File: src/graph_stage_pkg.sv
package graph_stage_pkg;

    // Width of the global stage code
    localparam int STAGE_WIDTH = 3;

    // Stage broadcast to every unit and link, one action per cycle
    typedef enum logic [STAGE_WIDTH-1:0] {
        STAGE_IDLE  = 3'd0,  // Hold all state
        STAGE_LOAD  = 3'd1,  // Shift measurement rounds down
        STAGE_GROW  = 3'd2,  // Links add defect endpoints
        STAGE_MERGE = 3'd3,  // Units take the smallest reachable root
        STAGE_CLEAR = 3'd4   // Back to own roots and empty links
    } stage_e;

endpackage

File: src/graph_topology_pkg.sv
package graph_topology_pkg;

    // Link slots per unit
    localparam int NEIGHBOR_COUNT = 4;

    // Slot index of each direction in a unit's neighbor vectors
    typedef enum logic [1:0] {
        NEIGHBOR_WEST = 2'd0,  // Lower x in the same round
        NEIGHBOR_EAST = 2'd1,  // Higher x in the same round
        NEIGHBOR_DOWN = 2'd2,  // Same x, older round
        NEIGHBOR_UP   = 2'd3   // Same x, newer round
    } neighbor_e;

    // What a link shows to each unit on its ends
    typedef struct packed {
        logic fully_grown;  // Growth reached the weight
        logic is_boundary;  // Far end is a boundary, not a unit
    } link_state_t;

endpackage

File: src/decoding_graph.sv
`timescale 1ns/10ps

module decoding_graph #(
    parameter int GRID_WIDTH_X = 5,
    parameter int GRID_WIDTH_U = 3,
    parameter int MAX_WEIGHT   = 2
) (
    input  logic                                  clk,
    input  logic                                  rst_n_i,
    input  graph_stage_pkg::stage_e               stage_i,
    input  logic [GRID_WIDTH_X-1:0]               measurements_i,
    output wire  [($clog2(GRID_WIDTH_X) + $clog2(GRID_WIDTH_U))
                  * GRID_WIDTH_X * GRID_WIDTH_U - 1:0] roots_o,
    output wire  [GRID_WIDTH_X*GRID_WIDTH_U-1:0]  busy_o,
    output wire  [(GRID_WIDTH_X+1)*GRID_WIDTH_U
                  + GRID_WIDTH_X*(GRID_WIDTH_U-1) - 1:0] grown_edges_o
);

    localparam int X_BIT_WIDTH     = $clog2(GRID_WIDTH_X);
    localparam int U_BIT_WIDTH     = $clog2(GRID_WIDTH_U);
    localparam int ADDRESS_WIDTH   = X_BIT_WIDTH + U_BIT_WIDTH;
    localparam int PU_COUNT        = GRID_WIDTH_X * GRID_WIDTH_U;
    localparam int ROW_LINK_COUNT  = (GRID_WIDTH_X + 1) * GRID_WIDTH_U;  // Boundaries included

    wire                           unit_meas [PU_COUNT];
    wire [ADDRESS_WIDTH-1:0]       unit_root [PU_COUNT];

    // Row link at position p: end a is unit p-1 (or x=0 on the west boundary)
    wire graph_topology_pkg::link_state_t row_a_state [GRID_WIDTH_U][GRID_WIDTH_X+1];
    wire graph_topology_pkg::link_state_t row_b_state [GRID_WIDTH_U][1:GRID_WIDTH_X-1];
    // Vertical link r: end a in round r, end b in round r+1
    wire graph_topology_pkg::link_state_t vert_a_state [GRID_WIDTH_U-1][GRID_WIDTH_X];
    wire graph_topology_pkg::link_state_t vert_b_state [GRID_WIDTH_U-1][GRID_WIDTH_X];

    for (genvar u = 0; u < GRID_WIDTH_U; u++) begin : g_round
        for (genvar x = 0; x < GRID_WIDTH_X; x++) begin : g_unit
            localparam int IDX  = u * GRID_WIDTH_X + x;
            localparam int ADDR = (u << X_BIT_WIDTH) + x;  // Round above the x field

            wire graph_topology_pkg::link_state_t [graph_topology_pkg::NEIGHBOR_COUNT-1:0]
                slot_state;
            wire [graph_topology_pkg::NEIGHBOR_COUNT-1:0][ADDRESS_WIDTH-1:0] slot_root;
            wire measurement_in;

            if (x == 0) begin : g_west_edge
                assign slot_state[graph_topology_pkg::NEIGHBOR_WEST] = row_a_state[u][0];
                assign slot_root[graph_topology_pkg::NEIGHBOR_WEST]  = ADDRESS_WIDTH'(ADDR);
            end else begin : g_west_unit
                assign slot_state[graph_topology_pkg::NEIGHBOR_WEST] = row_b_state[u][x];
                assign slot_root[graph_topology_pkg::NEIGHBOR_WEST]  = unit_root[IDX-1];
            end

            assign slot_state[graph_topology_pkg::NEIGHBOR_EAST] = row_a_state[u][x+1];
            if (x == GRID_WIDTH_X - 1) begin : g_east_edge
                assign slot_root[graph_topology_pkg::NEIGHBOR_EAST] = ADDRESS_WIDTH'(ADDR);
            end else begin : g_east_unit
                assign slot_root[graph_topology_pkg::NEIGHBOR_EAST] = unit_root[IDX+1];
            end

            if (u == 0) begin : g_oldest
                assign slot_state[graph_topology_pkg::NEIGHBOR_DOWN] = '0;  // No link below
                assign slot_root[graph_topology_pkg::NEIGHBOR_DOWN]  = ADDRESS_WIDTH'(ADDR);
            end else begin : g_below
                assign slot_state[graph_topology_pkg::NEIGHBOR_DOWN] = vert_b_state[u-1][x];
                assign slot_root[graph_topology_pkg::NEIGHBOR_DOWN]  =
                    unit_root[IDX-GRID_WIDTH_X];
            end

            if (u == GRID_WIDTH_U - 1) begin : g_newest
                assign slot_state[graph_topology_pkg::NEIGHBOR_UP] = '0;
                assign slot_root[graph_topology_pkg::NEIGHBOR_UP]  = ADDRESS_WIDTH'(ADDR);
                assign measurement_in = measurements_i[x];  // Fresh round enters here
            end else begin : g_above
                assign slot_state[graph_topology_pkg::NEIGHBOR_UP] = vert_a_state[u][x];
                assign slot_root[graph_topology_pkg::NEIGHBOR_UP]  =
                    unit_root[IDX+GRID_WIDTH_X];
                assign measurement_in = unit_meas[IDX+GRID_WIDTH_X];
            end

            processing_unit #(
                .ADDRESS_WIDTH (ADDRESS_WIDTH),
                .ADDRESS       (ADDR)
            ) u_pu (
                .clk              (clk),
                .rst_n_i          (rst_n_i),
                .stage_i          (stage_i),
                .measurement_i    (measurement_in),
                .neighbor_state_i (slot_state),
                .neighbor_root_i  (slot_root),
                .measurement_o    (unit_meas[IDX]),
                .root_o           (unit_root[IDX]),
                .busy_o           (busy_o[IDX])
            );

            assign roots_o[IDX*ADDRESS_WIDTH +: ADDRESS_WIDTH] = unit_root[IDX];
        end
    end

    for (genvar u = 0; u < GRID_WIDTH_U; u++) begin : g_row_round
        for (genvar p = 0; p <= GRID_WIDTH_X; p++) begin : g_row_link
            localparam int BASE = u * GRID_WIDTH_X;

            if (p == 0 || p == GRID_WIDTH_X) begin : g_boundary
                neighbor_link #(
                    .WEIGHT      (MAX_WEIGHT),
                    .IS_BOUNDARY (1'b1)
                ) u_link (
                    .clk        (clk),
                    .rst_n_i    (rst_n_i),
                    .stage_i    (stage_i),
                    .a_defect_i (unit_meas[BASE + ((p == 0) ? 0 : GRID_WIDTH_X - 1)]),
                    .b_defect_i (1'b0),
                    .a_state_o  (row_a_state[u][p]),
                    .b_state_o  ()
                );
            end else begin : g_internal
                neighbor_link #(
                    .WEIGHT      (MAX_WEIGHT),
                    .IS_BOUNDARY (1'b0)
                ) u_link (
                    .clk        (clk),
                    .rst_n_i    (rst_n_i),
                    .stage_i    (stage_i),
                    .a_defect_i (unit_meas[BASE+p-1]),
                    .b_defect_i (unit_meas[BASE+p]),
                    .a_state_o  (row_a_state[u][p]),
                    .b_state_o  (row_b_state[u][p])
                );
            end

            assign grown_edges_o[u*(GRID_WIDTH_X+1) + p] = row_a_state[u][p].fully_grown;
        end
    end

    for (genvar r = 0; r < GRID_WIDTH_U - 1; r++) begin : g_vert_round
        for (genvar x = 0; x < GRID_WIDTH_X; x++) begin : g_vert_link
            neighbor_link #(
                .WEIGHT      (MAX_WEIGHT),
                .IS_BOUNDARY (1'b0)
            ) u_link (
                .clk        (clk),
                .rst_n_i    (rst_n_i),
                .stage_i    (stage_i),
                .a_defect_i (unit_meas[r*GRID_WIDTH_X + x]),
                .b_defect_i (unit_meas[(r+1)*GRID_WIDTH_X + x]),
                .a_state_o  (vert_a_state[r][x]),
                .b_state_o  (vert_b_state[r][x])
            );

            // Vertical links follow all row links in the report
            assign grown_edges_o[ROW_LINK_COUNT + r*GRID_WIDTH_X + x] =
                vert_a_state[r][x].fully_grown;
        end
    end

endmodule

File: src/neighbor_link.sv
`timescale 1ns/10ps

module neighbor_link #(
    parameter int WEIGHT      = 2,
    parameter bit IS_BOUNDARY = 1'b0
) (
    input  logic                            clk,
    input  logic                            rst_n_i,
    input  graph_stage_pkg::stage_e         stage_i,
    input  logic                            a_defect_i,
    input  logic                            b_defect_i,
    output graph_topology_pkg::link_state_t a_state_o,
    output graph_topology_pkg::link_state_t b_state_o
);

    localparam int GROWTH_WIDTH = $clog2(WEIGHT + 1);

    logic [GROWTH_WIDTH-1:0] growth;
    logic                    b_counted;
    logic [1:0]              increase;
    logic [GROWTH_WIDTH:0]   grown_sum;    // One bit of headroom for the add
    logic                    fully_grown;

    assign b_counted = IS_BOUNDARY ? 1'b0 : b_defect_i;  // Boundary grows from one side
    assign increase  = {1'b0, a_defect_i} + {1'b0, b_counted};
    assign grown_sum = growth + increase;

    always_ff @(posedge clk) begin
        if (!rst_n_i) begin
            growth <= '0;
        end else begin
            case (stage_i)
                graph_stage_pkg::STAGE_GROW: begin
                    if (grown_sum >= WEIGHT) begin
                        growth <= GROWTH_WIDTH'(WEIGHT);  // Saturate at the weight
                    end else begin
                        growth <= grown_sum[GROWTH_WIDTH-1:0];
                    end
                end
                graph_stage_pkg::STAGE_CLEAR: growth <= '0;
                default: growth <= growth;
            endcase
        end
    end

    assign fully_grown = (growth == GROWTH_WIDTH'(WEIGHT));

    assign a_state_o = '{fully_grown: fully_grown, is_boundary: IS_BOUNDARY};
    assign b_state_o = a_state_o;  // Both ends see the same link

    growth_bounded_a: assert property (@(posedge clk) disable iff (!rst_n_i)
        growth <= GROWTH_WIDTH'(WEIGHT));

endmodule

File: src/processing_unit.sv
`timescale 1ns/10ps

module processing_unit #(
    parameter int ADDRESS_WIDTH = 6,
    parameter int ADDRESS       = 0
) (
    input  logic                            clk,
    input  logic                            rst_n_i,
    input  graph_stage_pkg::stage_e         stage_i,
    input  logic                            measurement_i,
    input  graph_topology_pkg::link_state_t [graph_topology_pkg::NEIGHBOR_COUNT-1:0]
                                            neighbor_state_i,
    input  logic [graph_topology_pkg::NEIGHBOR_COUNT-1:0][ADDRESS_WIDTH-1:0]
                                            neighbor_root_i,
    output logic                            measurement_o,
    output logic [ADDRESS_WIDTH-1:0]        root_o,
    output logic                            busy_o
);

    localparam logic [ADDRESS_WIDTH-1:0] OWN_ADDRESS = ADDRESS_WIDTH'(ADDRESS);

    logic                                           measurement;
    logic [ADDRESS_WIDTH-1:0]                       root;
    logic                                           busy;
    logic [graph_topology_pkg::NEIGHBOR_COUNT-1:0]  slot_valid;
    logic [ADDRESS_WIDTH-1:0]                       min_root;

    // Measurement register, also the defect flag seen by the links
    always_ff @(posedge clk) begin
        if (!rst_n_i) begin
            measurement <= 1'b0;
        end else if (stage_i == graph_stage_pkg::STAGE_LOAD) begin
            measurement <= measurement_i;  // Round above or the new vector
        end
    end

    // Only grown links to real units may join roots
    always_comb begin
        for (int n = 0; n < graph_topology_pkg::NEIGHBOR_COUNT; n++) begin
            slot_valid[n] = neighbor_state_i[n].fully_grown
                            && !neighbor_state_i[n].is_boundary;
        end
    end

    always_comb begin
        min_root = root;
        for (int n = 0; n < graph_topology_pkg::NEIGHBOR_COUNT; n++) begin
            if (slot_valid[n] && (neighbor_root_i[n] < min_root)) begin
                min_root = neighbor_root_i[n];
            end
        end
    end

    always_ff @(posedge clk) begin
        if (!rst_n_i) begin
            root <= OWN_ADDRESS;
            busy <= 1'b0;
        end else begin
            case (stage_i)
                graph_stage_pkg::STAGE_MERGE: begin
                    root <= min_root;
                    busy <= (min_root != root);  // Still spreading a smaller root
                end
                graph_stage_pkg::STAGE_CLEAR: begin
                    root <= OWN_ADDRESS;
                    busy <= 1'b0;
                end
                default: begin
                    busy <= 1'b0;
                end
            endcase
        end
    end

    assign measurement_o = measurement;
    assign root_o        = root;
    assign busy_o        = busy;

    // A cluster root is always the smallest member, never above our own address
    root_bounded_a: assert property (@(posedge clk) disable iff (!rst_n_i)
        root <= OWN_ADDRESS);

endmodule

File: config.mk
export PLATFORM = sky130hd
export DESIGN_NAME = decoding_graph
export DESIGN_NICKNAME = d
export VERILOG_FILES = /design/src/graph_stage_pkg.sv /design/src/graph_topology_pkg.sv /design/src/decoding_graph.sv /design/src/neighbor_link.sv /design/src/processing_unit.sv
export SDC_FILE = /design/constraint.sdc
export NUM_CORES = 1
export LEC_CHECK = 0
export ABC_AREA = 1
export ABC_CLOCK_PERIOD_IN_PS = 15100
export BUFFER_PORTS_ARGS = -buffer_cell sky130_fd_sc_hd__buf_2
export CORE_MARGIN = 2
export CORE_UTILIZATION = 55
export CTS_CLUSTER_DIAMETER = 80
export DETAILED_ROUTE_END_ITERATION = 8
export GPL_TIMING_DRIVEN = 0
export PLACE_DENSITY = 0.78
export RECOVER_POWER = 100
export SYNTH_ARGS = -nofsm -noshare
export SYNTH_HDL_FRONTEND = slang
export SYNTH_SLANG_ARGS = --single-unit
File: constraint.sdc
create_clock -name clk -period 15.1 [get_ports clk]
set_clock_uncertainty 0.15 [all_clocks]
set_input_delay 2.265 -clock clk [delete_from_list [all_inputs] [get_ports clk]]
set_output_delay 2.265 -clock clk [all_outputs]
set_load 0.05 [all_outputs]
After elaboration in Yosys (flattened, before gate mapping)

Cells that the tools add are included.
Widths: inputs -> output; s select.

Input port bits: 10
Register bits: 161
Output and inout port bits: 118

Add/subtract/negate cells: 50
Mux-type cells: 115
Eq/ne operators: 47
Reduce and logical (&&, ||, !) cells: 47
Order comparisons: 72

Operators by type and width:

| cell               | count |
|---|---|
| $lt 5x5->1         | 44 |
| $mux 5             | 44 |
| $pmux 5 s2         | 15 |
| $pmux 2 s2         | 28 |
| $ge 3x2->1 const B | 28 |
| $ne 5x5->1         | 15 |
| $add 2x2->3        | 22 |
| $eq 2x2->1 const B | 28 |
| $mux 2             | 28 |
| $add 1x1->2        | 22 |
| $logic_and 1x1->1  | 44 |
| $add 2x1->3        | 6 |
| $eq 3x2->1 const B | 2 |
| $reduce_bool 2->1  | 2 |
| $eq 3x1->1 const B | 1 |
| $eq 3x3->1 const B | 1 |
| $reduce_and 2->1   | 1 |

Logic depth before layout (Yosys ltp)

Word-level depth: 13
Gate-level depth with buffers: 41
Depth with buffers taken out: 40

Hierarchy

A second synthesis with hierarchy kept.

Cells, all modules: 3,811
Area total of the unflattened synthesis: 23,507.5 um^2

Modules (own cells, without submodules):

| module                                                              | cells each | area an instance (um^2) | instances | sequential area each (um^2) |
|---|---|---|---|---|
| neighbor_link at g_row_round[0].g_row_link[1].g_internal.u_link ... | 28         | 197.7                   | 22        | 40.0 |
| processing_unit at g_round[0].g_unit[2].u_pu                        | 206        | 1,278.7                 | 1         | 140.1 |
| processing_unit at g_round[0].g_unit[3].u_pu                        | 211        | 1,255.0                 | 1         | 140.1 |
| processing_unit at g_round[1].g_unit[3].u_pu                        | 207        | 1,233.7                 | 1         | 140.1 |
| processing_unit at g_round[2].g_unit[4].u_pu                        | 204        | 1,217.4                 | 1         | 140.1 |
| processing_unit at g_round[1].g_unit[1].u_pu                        | 207        | 1,213.7                 | 1         | 140.1 |
| processing_unit at g_round[1].g_unit[0].u_pu                        | 198        | 1,201.2                 | 1         | 140.1 |
| processing_unit at g_round[2].g_unit[3].u_pu                        | 210        | 1,198.6                 | 1         | 140.1 |
| processing_unit at g_round[2].g_unit[1].u_pu                        | 201        | 1,197.4                 | 1         | 140.1 |
| processing_unit at g_round[0].g_unit[1].u_pu                        | 199        | 1,194.9                 | 1         | 140.1 |
| processing_unit at g_round[0].g_unit[0].u_pu                        | 196        | 1,179.9                 | 1         | 140.1 |
| processing_unit at g_round[1].g_unit[4].u_pu                        | 197        | 1,172.4                 | 1         | 140.1 |
| processing_unit at g_round[0].g_unit[4].u_pu                        | 196        | 1,169.9                 | 1         | 140.1 |
| processing_unit at g_round[2].g_unit[0].u_pu                        | 190        | 1,167.4                 | 1         | 140.1 |
| +4 rows                                                             | n/a        | n/a                     | n/a       | n/a |

Worst setup path after synthesis

Ideal clock, no wire load.

Kind: flip-flop to flip-flop
Start: reg g_round[1].g_unit[3].u_pu.root[2]
End: reg g_round[1].g_unit[3].u_pu.busy
Setup time: 0.128 ns
Arrival: 5.420 ns
Path slack: 9.403 ns
Buffers on the path: 0
Required time: 14.822 ns
Clock period less this slack: 5.697 ns
Stages on the path, launching flop included: 35
Cells stage by stage: dfxtp_1 > inv_1 > ha_1 > nand2_1 > inv_1 > o21ai_2 > nand3_4 > o21ai_0 > ha_1 > nand2_1 > inv_1 > nand2_1 > nand2_1 > nand2_4 > nand2_8 > o21ai_0 > ha_1 > o21a_1 > nand2_1 > nor2_2 > nand2_2 > nand2_4 > nand2_1 > o21ai_1 > ha_1 > a2111oi_0 > nand2_1 > a41oi_1 > nand3_1 > nand2_1 > nand2_1 > nand2_1 > nand3_1 > nor2_1 > nor2_1

Word-level cells in the longest chain between the ends: 13

RTL lines:

| what                     | RTL line              | RTL |
|---|---|---|
| start: declaration       | processing_unit.sv:23 | `logic [ADDRESS_WIDTH-1:0] root;` |
| start signal: assignment | processing_unit.sv:61 | `root <= min_root;` |
| $lt 5x5->1               | processing_unit.sv:48 | `if (slot_valid[n] && (neighbor_root_i[n] < min_root)) begin` |
| $logic_and 1x1->1        | processing_unit.sv:48 |  |
| $mux 5                   | processing_unit.sv:48 |  |
| $lt 5x5->1               | processing_unit.sv:48 |  |
| $logic_and 1x1->1        | processing_unit.sv:48 |  |
| $mux 5                   | processing_unit.sv:48 |  |
| $lt 5x5->1               | processing_unit.sv:48 |  |
| $logic_and 1x1->1        | processing_unit.sv:48 |  |
| $mux 5                   | processing_unit.sv:48 |  |
| $lt 5x5->1               | processing_unit.sv:48 |  |
| $logic_and 1x1->1        | processing_unit.sv:48 |  |
| $mux 5                   | processing_unit.sv:48 |  |
| $ne 5x5->1 (*)           | processing_unit.sv:62 | `busy <= (min_root != root);` |
| end signal: assignment   | processing_unit.sv:62 |  |
| end: declaration         | processing_unit.sv:24 | `logic busy;` |

Mark *: on every way between the ends. The rest lies on a longest branch, timed or not.
A chain may end at the register's enable or synchronous reset.

Worst setup path in the final report

Start: reg g_round[1].g_unit[3].u_pu.root[3]
End: reg g_round[1].g_unit[3].u_pu.busy

The elaborated chain is that of the path after synthesis.

==> flow_summary.toml <==
[power_and_ir_drop]
leakage_nw = 7.89
pwr-share-seq_pct = 44.3
irDropWorstVdd_v = 0.0000633
powerDensity_nw_per_um2 = 62.0
clkPwrFrac_pct = 43.8
p_switching_mw = 0.303
internal-power_mw = 0.695
combPwrFrac_pct = 11.9
total_power_mw = 0.998
p_sw_share_pct = 30.4

[setup_path]
regToRegSetupSlack_ns = 7.36
critPathCaptureType = "register"
max_stage_delay_ns = 0.61
cp.arrival_ns = 7.87
critical_path_required_ns = 15.23
cp-start-kind = "register"
cpMostUsedCell = "nand2_1"
slowest_stage = "a41oi_1"
critPathKind = "reg -> reg"
worstPathMaxFanout = 9

[finish]
areaGrowthSynthToFinish_pct = 8.45
antenna_cells = 0
post-route-util_pct = 60.2
nets = 2509
nFillCells = 2597
fin_cells = 2620
drive_gt1_share_pct = 5.84

[placement]
place_ws_ns = 8.27
placed_cells = 2588
gp_congestion = 0.949
hpwl_um = 38500
port-buffer-count = 126

[clock_network]
cts_tree = "yes"
ctsResizeCount = 0
post_cts_buffers = 0
clk_path_buf_depth = 2
cts_buffers = 17
htreeDepth = 4
cts-root-buf = "clkbuf_16"
clk_latency_ns = 0.44
holdBufCountCts = 0
cts_sinks = 161
clk_pin_slew_ns = 0.08

[job]
drv_cap = 2

[min_path]
hold_class = "reg -> reg"

[logic_synthesis]
synth_cells = 2121
synth_top_flop_cell = "dfxtp_1"
ys_ff_latch = 161
syn_avg_cell_area_um2 = 7.00
asyncSetResetFlopFracSynth_pct = 0
ys_warn_count = 0
syn_area_um2 = 14800
synth_edf_count = 0
yosysSeqAreaShare_pct = 21.7
synthDistinctLibCells = 53
synth_nets = 2364

[detailed_routing]
first_iter_violations = 1626
drtAntennaViolNets = 0
wl_per_cell_um = 19.2
vias = 15600
routed-wl-met3_um = 4820
wl_met2_um = 22500
routed.top_layer = "met4"
drcViolationCount = 0
wl_met1_um = 21100
totalWireLength_um = 50300
viasPerCell = 5.95
firstDrtPassIters = 5

[global_route]
grt_pass1_vias = 14400
grt_usage_pct = 35.3
overflow = 0
grt_pass1_wl_um = 78300
grt_max_degree = 17
antenna_found_initial = 1

[timing]
hold_violations = 0
final-max-slew-violation-count = 11
clock.fmax_mhz = 129
finalCritPeriodShare_pct = 51.3
worst_slack_ns = 7.36
fin_crit_ns = 7.74
slew_headroom_pct = -4.10
rsz0062_at_grt = "false"
tightestPinTransition_ns = 1.54
setup_viol = 0
tns_ns = 0

[die]
fp.dieW_um = 168
dieArea_um2 = 28300
rows = 60
ios = 128
start_util_pct = 55.5
chipHeight_um = 168
core_area_um2 = 26700

[run_status]
status = "finished, violations left"
failed_checks = "capacitance limit, slew limit"
cell usage after synthesis (8+ instances only):
| cell | count | area (um2) |
|---|---|---|
| a2111oi_0 | 12 | 105 |
| o2111ai_1 | 9 | 78.8 |
| o32ai_1 | 45 | 394 |
| clkbuf_1 | 44 | 165 |
| inv_2 | 13 | 48.8 |
| o21ai_1 | 33 | 165 |
| xor2_1 | 36 | 315 |
| nand3_1 | 181 | 906 |
| o21ai_0 | 187 | 936 |
| dfxtp_1 | 161 | 3220 |
| nand2_1 | 511 | 1920 |
| fa_1 | 22 | 440 |
| buf_4 | 43 | 323 |
| nand4_1 | 22 | 138 |
| a21oi_1 | 151 | 756 |
| ha_1 | 211 | 2640 |
| o2111ai_2 | 8 | 120 |
| inv_1 | 221 | 830 |
| a41oi_1 | 10 | 87.6 |
| nor2_1 | 99 | 372 |
| nand2_2 | 20 | 125 |
layout by cell type, fill, tap and decap left out, types with 4 or more instances in the layout:
cell	instances
ha_1	211
nand4_1	25
clkbuf_16	17
clkinv_1	4
o21ai_0	199
nor3_1	5
nor2_1	101
o32ai_1	45
clkinv_4	4
inv_2	12
nand3_1	185
clkinv_2	4
o2111ai_1	17
buf_2	10
clkbuf_1	164
a21oi_1	152
buf_4	43
o21ai_1	22
nand3b_1	7
inv_6	4
dfxtp_1	161
a2111oi_0	12
a41oi_1	10
o21a_1	7
nand2_2	15
fa_1	22
inv_1	221
xor2_1	36
nand2_1	521
sequential cells by signal (all words and copies together) (netlist names):
| signal | cells |
|---|---|
| g_row_round.g_row_link.g_boundary.u_link.growth | 12 |
| g_row_round.g_row_link.g_internal.u_link.growth | 24 |
| g_round.g_unit.u_pu.busy_o | 15 |
| g_round.g_unit.u_pu.measurement_o | 15 |
| g_round.g_unit.u_pu.root_o | 75 |
| g_vert_round.g_vert_link.u_link.growth | 20 |
path summary, 6_finish.rpt:
check | start | end | cells after the start
worst min register to register | register | register | 2
worst max register to register | g_round[1].g_unit[3].u_pu.root_o[3] | g_round[1].g_unit[3].u_pu.busy_o | 31
worst min-delay path | register | register | 2
worst max-delay path | g_round[1].g_unit[3].u_pu.root_o[3] | g_round[1].g_unit[3].u_pu.busy_o | 31
metal layers:
metal  GRT usage (%)  vias to the layer above
met5               0                        -
met4            15.1                        0
met3            5.78                      135
met2            56.6                      774
met1            47.0                     7174
li1                -                     7518
per-stage QoR:
step / area, um2 / hold WS, ns
2_1_floorplan: 14800 / 0.291
3_3_place_gp: 15900 / 0.298
3_5_place_dp: 15900 / 0.306
4_1_cts: 16500 / 0.317
5_1_grt: 16100 / 0.347
6_report: 16100 / 0.316
layout make-up:
class / instances / area (um2) / area share, %
multi-input combinational: 1629 / 9990 / 62.1
sequential: 161 / 3220 / 20.0
inverter: 238 / 896 / 5.57
buffer: 93 / 512 / 3.18
timing repair buffer: 126 / 484 / 3.01
clock buffer: 18 / 439 / 2.73
tap: 341 / 427 / 2.65
clock inverter: 14 / 128 / 0.793
cell families after synthesis:
logic type	after synthesis	synth area share [%]
AND/OR/NAND/NOR	875	26.1
XOR/XNOR	36	2.12
AO/OA/AOI/OAI	485	19.8
flip-flops	161	21.7
buffers and inverters	331	9.48
adder cells (fa/ha/maj)	233	20.8
power by group through the flow:
stage          combinational (mW)  clock (mW)  sequential (mW)
5_1_grt                     0.130       0.457            0.442
3_3_place_gp                0.118           0            0.451
6_report                    0.119       0.437            0.442
3_5_place_dp                0.121           0            0.451
4_1_cts                     0.121       0.441            0.441
2_1_floorplan              0.0753           0            0.456
worst max-delay path: cells and delay by family, from the launching register on:
family	cells	cell delay (ns)
adder cells (fa/ha/maj)	4	1.23
AO/OA/AOI/OAI	7	2.47
AND/OR/NAND/NOR	18	2.42
flip-flops	1	0.51
buffers and inverters	2	0.79
Note: power is estimated with default switching activity, not from simulation.
